$ cat src/hdl/epb_pkg.sv
package epb_pkg;

  // host request as seen on the external bus pins
  // field order gives a 63-bit packed word
  typedef struct packed {
    // chip select, active low
    logic        cs_n;
    // high for a read
    logic        r_w_n;
    // byte enables, active low
    logic [3:0]  be_n;
    // word address, two lsbs are implied
    logic [24:0] addr;
    // write data, don't care on reads
    logic [31:0] wdata;
  } epb_req_t;

  // response back to the host
  // rdy pulses once per access
  typedef struct packed {
    // read data, valid with rdy
    logic [31:0] rdata;
    // one-cycle ready pulse
    logic        rdy;
    // error qualifier for rdy
    logic        err;
  } epb_rsp_t;

endpackage

$ cat src/hdl/opb_pkg.sv
package opb_pkg;

  // address regions, bits 26:16 of the byte address
  localparam logic [10:0] region_reg = 11'd0;
  localparam logic [10:0] region_mem = 11'd1;

  // register bank indices
  localparam logic [1:0] reg_scratch0 = 2'd0;
  localparam logic [1:0] reg_scratch1 = 2'd1;
  localparam logic [1:0] reg_id       = 2'd2;
  localparam logic [1:0] reg_count    = 2'd3;

  // identifier register contents
  localparam logic [31:0] id_value = 32'h4550_4231;

  // cycles of unacknowledged select before the decoder gives up
  localparam logic [3:0] timeout_cycles = 4'd8;

  // single master drive
  typedef struct packed {
    logic        select;
    logic        rnw;
    logic [3:0]  be;
    logic [31:0] abus;
    logic [31:0] dbus;
  } opb_mst_t;

  // slave response, all zero when not selected so responses OR together
  typedef struct packed {
    logic [31:0] dbus;
    logic        xfer_ack;
    logic        err_ack;
    logic        timeout;
  } opb_slv_t;

  // register bank view of the byte address
  typedef struct packed {
    logic [4:0]  rsvd_hi;
    logic [10:0] region;
    logic [11:0] rsvd_lo;
    logic [1:0]  reg_idx;
    logic [1:0]  byte_off;
  } opb_reg_addr_t;

  // memory view of the byte address
  typedef struct packed {
    logic [4:0]  rsvd_hi;
    logic [10:0] region;
    logic [7:0]  rsvd_lo;
    logic [5:0]  word_idx;
    logic [1:0]  byte_off;
  } opb_mem_addr_t;

  // same 32-bit word, decoded per target
  typedef union packed {
    opb_reg_addr_t regs;
    opb_mem_addr_t mem;
  } opb_addr_u;

endpackage

$ cat src/hdl/epb_opb_bridge.sv
`timescale 1ns/1ps

module epb_opb_bridge (
  input  logic              OPB_Clk,
  input  logic              rst_n,
  input  epb_pkg::epb_req_t epb_req,
  output epb_pkg::epb_rsp_t epb_rsp,
  output opb_pkg::opb_mst_t opb_mst,
  input  opb_pkg::opb_slv_t opb_slv
);

  // registered copy of chip select for edge detect
  logic        cs_n_q;
  logic        start;

  // captured request
  logic        rnw_q;
  logic [3:0]  be_q;
  logic [24:0] addr_q;
  logic [31:0] wdata_q;

  // bus and host control
  logic        select_q;
  logic        done;
  logic        rdy_q;
  logic        err_q;
  logic [31:0] rdata_q;

  // falling chip select starts one transfer
  assign start = cs_n_q & ~epb_req.cs_n;

  // any of the three endings closes the transfer
  assign done = select_q & (opb_slv.xfer_ack | opb_slv.err_ack | opb_slv.timeout);

  always_ff @(posedge OPB_Clk) begin
    if (!rst_n) begin
      cs_n_q <= 1'b1;
    end else begin
      cs_n_q <= epb_req.cs_n;
    end
  end

  // request fields latched on the edge, held for the whole transfer
  always_ff @(posedge OPB_Clk) begin
    if (start) begin
      rnw_q   <= epb_req.r_w_n;
      // enables flip to active high here
      be_q    <= ~epb_req.be_n;
      addr_q  <= epb_req.addr;
      wdata_q <= epb_req.wdata;
    end
  end

  // select rises the cycle after capture, drops after the ending ack
  always_ff @(posedge OPB_Clk) begin
    if (!rst_n) begin
      select_q <= 1'b0;
    end else if (done) begin
      select_q <= 1'b0;
    end else if (start) begin
      select_q <= 1'b1;
    end
  end

  // ready and error pulse for exactly one cycle
  always_ff @(posedge OPB_Clk) begin
    if (!rst_n) begin
      rdy_q <= 1'b0;
      err_q <= 1'b0;
    end else begin
      rdy_q <= done;
      err_q <= done & (opb_slv.err_ack | opb_slv.timeout);
    end
  end

  // read data held until the next access ends
  always_ff @(posedge OPB_Clk) begin
    if (done) begin
      rdata_q <= opb_slv.dbus;
    end
  end

  // word address to byte address, top bits zero
  assign opb_mst.select = select_q;
  assign opb_mst.rnw    = rnw_q;
  assign opb_mst.be     = be_q;
  assign opb_mst.abus   = {5'd0, addr_q, 2'b00};
  // write data bus quiet on reads
  assign opb_mst.dbus   = rnw_q ? 32'd0 : wdata_q;

  assign epb_rsp.rdata = rdata_q;
  assign epb_rsp.rdy   = rdy_q;
  assign epb_rsp.err   = err_q;

endmodule

$ cat src/hdl/opb_decoder.sv
`timescale 1ns/1ps

module opb_decoder (
  input  logic              OPB_Clk,
  input  logic              rst_n,
  input  opb_pkg::opb_mst_t mst,
  output opb_pkg::opb_mst_t reg_mst,
  output opb_pkg::opb_mst_t mem_mst,
  input  opb_pkg::opb_slv_t reg_slv,
  input  opb_pkg::opb_slv_t mem_slv,
  output opb_pkg::opb_slv_t slv
);

  opb_pkg::opb_addr_u addr;
  logic               is_reg;
  logic               is_mem;
  logic               any_ack;
  logic               timeout;
  // cycles of select seen so far without an ack
  logic [3:0]         wait_cnt;

  assign addr = mst.abus;

  // region check through both address views
  assign is_reg = (addr.regs.region == opb_pkg::region_reg);
  assign is_mem = (addr.mem.region == opb_pkg::region_mem);

  // register bank sees select for every mapped access
  // its transfer counter needs memory traffic too
  // it still answers only its own region
  always_comb begin
    reg_mst        = mst;
    reg_mst.select = mst.select & (is_reg | is_mem);
    mem_mst        = mst;
    mem_mst.select = mst.select & is_mem;
  end

  assign any_ack = reg_slv.xfer_ack | reg_slv.err_ack |
                   mem_slv.xfer_ack | mem_slv.err_ack;

  // fires in the last allowed cycle of select
  assign timeout = mst.select & ~any_ack &
                   ((wait_cnt + 4'd1) == opb_pkg::timeout_cycles);

  always_ff @(posedge OPB_Clk) begin
    if (!rst_n) begin
      wait_cnt <= 4'd0;
    end else if (!mst.select || any_ack || timeout) begin
      // idle or transfer ended
      wait_cnt <= 4'd0;
    end else begin
      wait_cnt <= wait_cnt + 4'd1;
    end
  end

  // unselected slaves drive zero so a plain OR merges them
  always_comb begin
    slv.dbus     = reg_slv.dbus | mem_slv.dbus;
    slv.xfer_ack = reg_slv.xfer_ack | mem_slv.xfer_ack;
    slv.err_ack  = reg_slv.err_ack | mem_slv.err_ack;
    slv.timeout  = reg_slv.timeout | mem_slv.timeout | timeout;
  end

endmodule

$ cat src/hdl/opb_reg_slave.sv
`timescale 1ns/1ps

module opb_reg_slave (
  input  logic              OPB_Clk,
  input  logic              rst_n,
  input  opb_pkg::opb_mst_t mst,
  output opb_pkg::opb_slv_t slv
);

  opb_pkg::opb_addr_u addr;
  logic               hit;
  logic               ro_reg;
  logic               wr_err;
  logic [31:0]        scratch0;
  logic [31:0]        scratch1;
  logic [31:0]        xfer_count;
  logic [31:0]        rd_word;
  // previous cycle select and error, for end-of-transfer detect
  logic               sel_q;
  logic               err_q;

  assign addr = mst.abus;

  // select arrives for memory accesses as well, so qualify by region
  assign hit = mst.select & (addr.regs.region == opb_pkg::region_reg);

  assign ro_reg = (addr.regs.reg_idx == opb_pkg::reg_id) |
                  (addr.regs.reg_idx == opb_pkg::reg_count);
  // writes to id or counter are refused
  assign wr_err = hit & ~mst.rnw & ro_reg;

  always_comb begin
    case (addr.regs.reg_idx)
      opb_pkg::reg_scratch0: rd_word = scratch0;
      opb_pkg::reg_scratch1: rd_word = scratch1;
      opb_pkg::reg_id:       rd_word = opb_pkg::id_value;
      default:               rd_word = xfer_count;
    endcase
  end

  // zero-wait response in the first select cycle
  always_comb begin
    slv.dbus     = (hit & mst.rnw) ? rd_word : 32'd0;
    slv.xfer_ack = hit & ~wr_err;
    slv.err_ack  = wr_err;
    slv.timeout  = 1'b0;
  end

  // byte-wise scratch writes
  always_ff @(posedge OPB_Clk) begin
    if (!rst_n) begin
      scratch0 <= 32'd0;
      scratch1 <= 32'd0;
    end else if (hit && !mst.rnw) begin
      for (int b = 0; b < 4; b++) begin
        if (mst.be[b] && addr.regs.reg_idx == opb_pkg::reg_scratch0) begin
          scratch0[8*b +: 8] <= mst.dbus[8*b +: 8];
        end
        if (mst.be[b] && addr.regs.reg_idx == opb_pkg::reg_scratch1) begin
          scratch1[8*b +: 8] <= mst.dbus[8*b +: 8];
        end
      end
    end
  end

  // select falling after a cycle with no err_ack means xfer_ack ended it
  // unmapped accesses never reach this select, so timeouts are not counted
  always_ff @(posedge OPB_Clk) begin
    if (!rst_n) begin
      sel_q      <= 1'b0;
      err_q      <= 1'b0;
      xfer_count <= 32'd0;
    end else begin
      sel_q <= mst.select;
      err_q <= slv.err_ack;
      if (sel_q && !mst.select && !err_q) begin
        xfer_count <= xfer_count + 32'd1;
      end
    end
  end

endmodule

$ cat src/hdl/opb_mem_slave.sv
`timescale 1ns/1ps

module opb_mem_slave (
  input  logic              OPB_Clk,
  input  logic              rst_n,
  input  opb_pkg::opb_mst_t mst,
  output opb_pkg::opb_slv_t slv
);

  opb_pkg::opb_addr_u addr;
  logic [31:0]        mem [64];
  // set during the first select cycle
  logic               wait_q;
  logic               ack;
  logic [31:0]        rdata_q;

  assign addr = mst.abus;

  // ack lands in the second select cycle
  assign ack = mst.select & wait_q;

  always_ff @(posedge OPB_Clk) begin
    if (!rst_n) begin
      wait_q <= 1'b0;
    end else begin
      // one-shot, clears itself on the ack cycle
      wait_q <= mst.select & ~wait_q;
    end
  end

  // word fetched during the wait state
  always_ff @(posedge OPB_Clk) begin
    if (mst.select && !wait_q) begin
      rdata_q <= mem[addr.mem.word_idx];
    end
  end

  // contents start at zero, writes on the ack cycle only
  always_ff @(posedge OPB_Clk) begin
    if (!rst_n) begin
      for (int w = 0; w < 64; w++) begin
        mem[w] <= 32'd0;
      end
    end else if (ack && !mst.rnw) begin
      for (int b = 0; b < 4; b++) begin
        if (mst.be[b]) begin
          mem[addr.mem.word_idx][8*b +: 8] <= mst.dbus[8*b +: 8];
        end
      end
    end
  end

  // full word back on reads, enables ignored
  always_comb begin
    slv.dbus     = (ack & mst.rnw) ? rdata_q : 32'd0;
    slv.xfer_ack = ack;
    slv.err_ack  = 1'b0;
    slv.timeout  = 1'b0;
  end

endmodule

$ cat src/hdl/epb_opb_top.sv
`timescale 1ns/1ps

module epb_opb_top (
  input  logic              OPB_Clk,
  input  logic              rst_n,
  input  epb_pkg::epb_req_t epb_req,
  output epb_pkg::epb_rsp_t epb_rsp
);

  // bridge drive and merged response
  opb_pkg::opb_mst_t opb_mst;
  opb_pkg::opb_slv_t opb_slv;

  // per-slave copies of the master drive
  opb_pkg::opb_mst_t reg_mst;
  opb_pkg::opb_mst_t mem_mst;

  // per-slave responses
  opb_pkg::opb_slv_t reg_slv;
  opb_pkg::opb_slv_t mem_slv;

  // host side, single master
  epb_opb_bridge i_epb_opb_bridge (
    .OPB_Clk (OPB_Clk),
    .rst_n   (rst_n),
    .epb_req (epb_req),
    .epb_rsp (epb_rsp),
    .opb_mst (opb_mst),
    .opb_slv (opb_slv)
  );

  // region decode and timeout
  opb_decoder i_opb_decoder (
    .OPB_Clk (OPB_Clk),
    .rst_n   (rst_n),
    .mst     (opb_mst),
    .reg_mst (reg_mst),
    .mem_mst (mem_mst),
    .reg_slv (reg_slv),
    .mem_slv (mem_slv),
    .slv     (opb_slv)
  );

  // region 0
  opb_reg_slave i_opb_reg_slave (
    .OPB_Clk (OPB_Clk),
    .rst_n   (rst_n),
    .mst     (reg_mst),
    .slv     (reg_slv)
  );

  // region 1
  opb_mem_slave i_opb_mem_slave (
    .OPB_Clk (OPB_Clk),
    .rst_n   (rst_n),
    .mst     (mem_mst),
    .slv     (mem_slv)
  );

endmodule

$ cat config.mk
export PLATFORM = sky130hd
export DESIGN_NAME = epb_opb_top
export DESIGN_NICKNAME = d
export VERILOG_FILES = /design/src/hdl/epb_pkg.sv /design/src/hdl/opb_pkg.sv /design/src/hdl/epb_opb_bridge.sv /design/src/hdl/opb_decoder.sv /design/src/hdl/opb_reg_slave.sv /design/src/hdl/opb_mem_slave.sv /design/src/hdl/epb_opb_top.sv
export SDC_FILE = /design/constraint.sdc
export NUM_CORES = 2
export LEC_CHECK = 0
export BUFFER_PORTS_ARGS = -buffer_cell sky130_fd_sc_hd__buf_2
export CAP_MARGIN = 15
export CORE_MARGIN = 10
export CORE_UTILIZATION = 50
export DETAILED_ROUTE_END_ITERATION = 6
export PLACE_DENSITY = 0.68
export SYNTH_ARGS = -nofsm -noshare
export SYNTH_HDL_FRONTEND = slang
export SYNTH_SLANG_ARGS = --single-unit
$ cat constraint.sdc
create_clock -name OPB_Clk -period 4.77 [get_ports OPB_Clk]
set_clock_uncertainty 0.15 [all_clocks]
set_input_delay 0.2385 -clock OPB_Clk [delete_from_list [all_inputs] [get_ports OPB_Clk]]
set_output_delay 0.2385 -clock OPB_Clk [all_outputs]
set_load 0.02 [all_outputs]
==> metrics <==
Reg2Reg Capture Point i_opb_mem_slave.mem[40][6]; Synth Register Bits 2273; Synth Cell Area 0.09827 mm²; critical path type reg -> reg; Hold WC Path Type in -> reg; Post-synth EDFFs 2166; Clock Latency Late Sink 0.90 ns; Rows 162; Clk Tree Root Cell clkbuf_16; maximum vdd drop 0.4228 mV; final wirelength 321000 µm; DIE WIDTH 463.3 µm; Reg2Reg Setup Slack 0.27 ns; Antenna Nets Post-Route 0; initial antenna violation count 33; Syn. warnings 0; core area 0.1952 mm²; Synth cell types 64; mux cell area share after synthesis 0.1326; leakage power 36.84 nW; RSZ-0062 raised after global routing false; PwrDens 377.2 mW/mm²; Final Setup Violations 0; GRT Total Usage 0.2920; Post-Route Setup TNS 0 ns; fin crit period 4.497 ns; Main synth FF type edfxtp_1; Crit. End Element flop; die area 0.2147 mm²; part of the Yosys area used for sequential elements 0.6837; Simple-Gate Fraction of Synth Area 0.1161; CTS Hold Bufs 108; worst path required time 5.19 ns; Initial Utilization 0.5035; CP Launch Type flop; status complete, no violations; IO buf count 90; CTS buffer count 217; CTS tree yes; Final Slew Violations 0; worst hold stages 2; Longest Clk Path Bufs 3; synthesized area per cell 13.86 µm²; H-tree levels 4; first-iteration detailed-routing DRC count 11314; max_slew headroom 0.1383; Final WS setup 0.2735 ns; final core utilization 0.5750; Compound-Gate Fraction of Synth Area 0.04040; DR DRC count 0; largest family of logic cells by synthesized area multiplexers; fin nets 7553; first-pass GRT wire length 456800 µm; die height 463.3 µm; Area Growth Syn to Fin 14.21%; fill count 15039; clk sinks 2273; syn nets 7157; total number of vias 66196; Multi-input gate area 0.02883 mm²; max_cap viols 0; largest net degree at the start of global routing 102; Fin. Hold Viols 0; Top Ports 99; DR WL/cell 31.08 µm; pre-CTS setup slack 0.6263 ns; Post-Synth Adder-Cell Area 0.0003820; Worst R2R Path Depth 8; Post-CTS Repair Setup Buffers 0; share of layout cells above drive strength 1 0.1945; Worst Max-Slew Pin Slew 1.287 ns; Data arrival, critical path 4.92 ns; Achievable Freq 222.4 MHz; vias per std cell 6.408; synthesized instance count 7089; storage element area 0.06718 mm²; hold endpoint i_epb_opb_bridge.addr_q[5]; Pwr Total 42.34 mW; FFs w/ async S/R, synth 0; crit-path max FO 21; Synth Area in XOR/XNOR 0.002139; crit share post-route 0.9427; PostCTS Resize Cnt 0; Worst-path clk slew 0.06 ns; global route overflow 0; GPL Wtd Cong 0.9067; worst hold path startpoint epb_req[37]; DRT Pass-1 Iters 6; DP HPWL 202300 µm; vias in the first global route 64363; Worst R2R Start i_epb_opb_bridge.addr_q[5]
[kinds of logic (layout without fill, tap and decap cells)]
logic type / Yosys count / in the layout
AND/OR/NAND/NOR: 2872 / 2872
adder cells (fa/ha/maj): 3 / 3
multiplexers: 682 / 682
AO/OA/AOI/OAI: 678 / 678
XOR/XNOR: 24 / 24
buffers and inverters: 557 / 1130
other: 0 / 44
flip-flops: 2273 / 2273
[where the power goes]
group	internal, mW	leakage (nW)	switching, mW	total [mW]
clock network	9.17	3.31	7.52	16.7
registers	22.4	22.9	0.184	22.6
logic	1.11	10.6	1.94	3.05
total	32.7	36.8	9.65	42.3
[area by class of cell]
cell class	instances	share of cell area
well taps	2624	0.02925
repair buffers	721	0.05362
clock buffers	278	0.05175
multi-input cells	4259	0.2568
inverters	13	0.0004348
diodes	44	0.0009810
clock inverters	118	0.008561
flip-flops and latches	2273	0.5986
[cell usage after synthesis (all sizes together), types with 4 or more instances]
library cell  count  share of area
o21ai           317          0.016
a22oi           132          0.010
a221oi            7        0.00062
xor2             18         0.0016
a2111oi           6        0.00053
o22ai            43         0.0027
or3              11        0.00070
mux4            494           0.11
and3             10        0.00064
nand2           490          0.019
o41ai             4        0.00036
xnor2             6        0.00053
nor2           2171          0.083
clkbuf          248         0.0095
inv              12        0.00046
or4              17         0.0013
edfxtp         2166           0.66
and2             16         0.0010
a21oi           129         0.0066
and4             13         0.0012
nand3            24         0.0012
nor2b            58         0.0037
a211oi           12        0.00092
nor3              7        0.00041
dfxtp           107          0.022
mux2             21         0.0024
nand4            26         0.0017
nor4              6        0.00053
nand2b           11        0.00070
o311ai            4        0.00036
buf             296          0.015
mux2i           167          0.017
[layer usage]
| layer | track usage | part of all wire |
|---|---|---|
| met1 | 0.3754 | 0.34 |
| met2 | 0.4328 | 0.44 |
| met3 | 0.1015 | 0.15 |
| met4 | 0.1650 | 0.064 |
| met5 | 0 | 0.00060 |
[worst max path at each step]
stage / start / end / cells after the start
floorplan: i_epb_opb_bridge.addr_q[19] / i_opb_mem_slave.rdata_q[0] / 2
global route: i_epb_opb_bridge.addr_q[19] / i_opb_mem_slave.mem[37][4] / 6
CTS: i_epb_opb_bridge.addr_q[5] / i_opb_mem_slave.mem[40][9] / 8
global placement: i_epb_opb_bridge.addr_q[5] / i_opb_mem_slave.mem[40][8] / 8
detailed placement: i_epb_opb_bridge.addr_q[5] / i_opb_mem_slave.mem[40][8] / 8
finish: i_epb_opb_bridge.addr_q[5] / i_opb_mem_slave.mem[40][6] / 8
[flip-flops by register name, summed over array words and instances, names as in the netlist, 4 cells and up]
register and count:
i_opb_mem_slave.rdata_q 32, i_epb_opb_bridge.rdata_q 32, i_opb_decoder.wait_cnt 4, i_epb_opb_bridge.wdata_q 32, i_epb_opb_bridge.addr_q 17, i_epb_opb_bridge.be_q 4
i_opb_reg_slave.scratch0 32, i_opb_reg_slave.xfer_count 32, i_opb_mem_slave.mem 2048, i_opb_reg_slave.scratch1 32
[worst max-delay path, cell delays in order (launching register included)]
cell      delay, ns
edfxtp_1       0.70
buf_4          0.46
nand2b_1       0.14
buf_4          0.26
nor2_4         0.49
buf_4          0.51
nand2_1        0.72
o21ai_0        0.43
buf_4          0.27
[cell usage in the layout (no fill, tap or decap), types with 37 or more instances in the layout]
master | Yosys | layout
o21ai_0 | 317 | 285
dlygate4sd3_1 | 0 | 108
o22ai_1 | 43 | 43
clkbuf_16 | 0 | 220
clkinv_2 | 0 | 37
nand2_1 | 472 | 455
mux2i_1 | 167 | 167
nor2_1 | 2171 | 2163
mux4_2 | 494 | 494
nor2b_1 | 58 | 47
diode_2 | 0 | 44
clkbuf_1 | 248 | 48
clkinv_1 | 1 | 54
a21oi_1 | 129 | 129
buf_12 | 0 | 44
edfxtp_1 | 2166 | 2166
buf_4 | 42 | 478
a22oi_1 | 132 | 132
dfxtp_1 | 107 | 107
buf_2 | 129 | 89
[metrics by stage]
stage          instances  cell area, µm²  hold slack, ns
6_report           10330          112200         0.03615
5_1_grt            10298          112200         0.03062
4_1_cts            10286          112100         0.01239
3_5_place_dp        9782          104300          0.2667
3_3_place_gp        9781          104300          0.2673
2_1_floorplan       7089           98280          0.1874
Power figures use the tool's default switching activity.
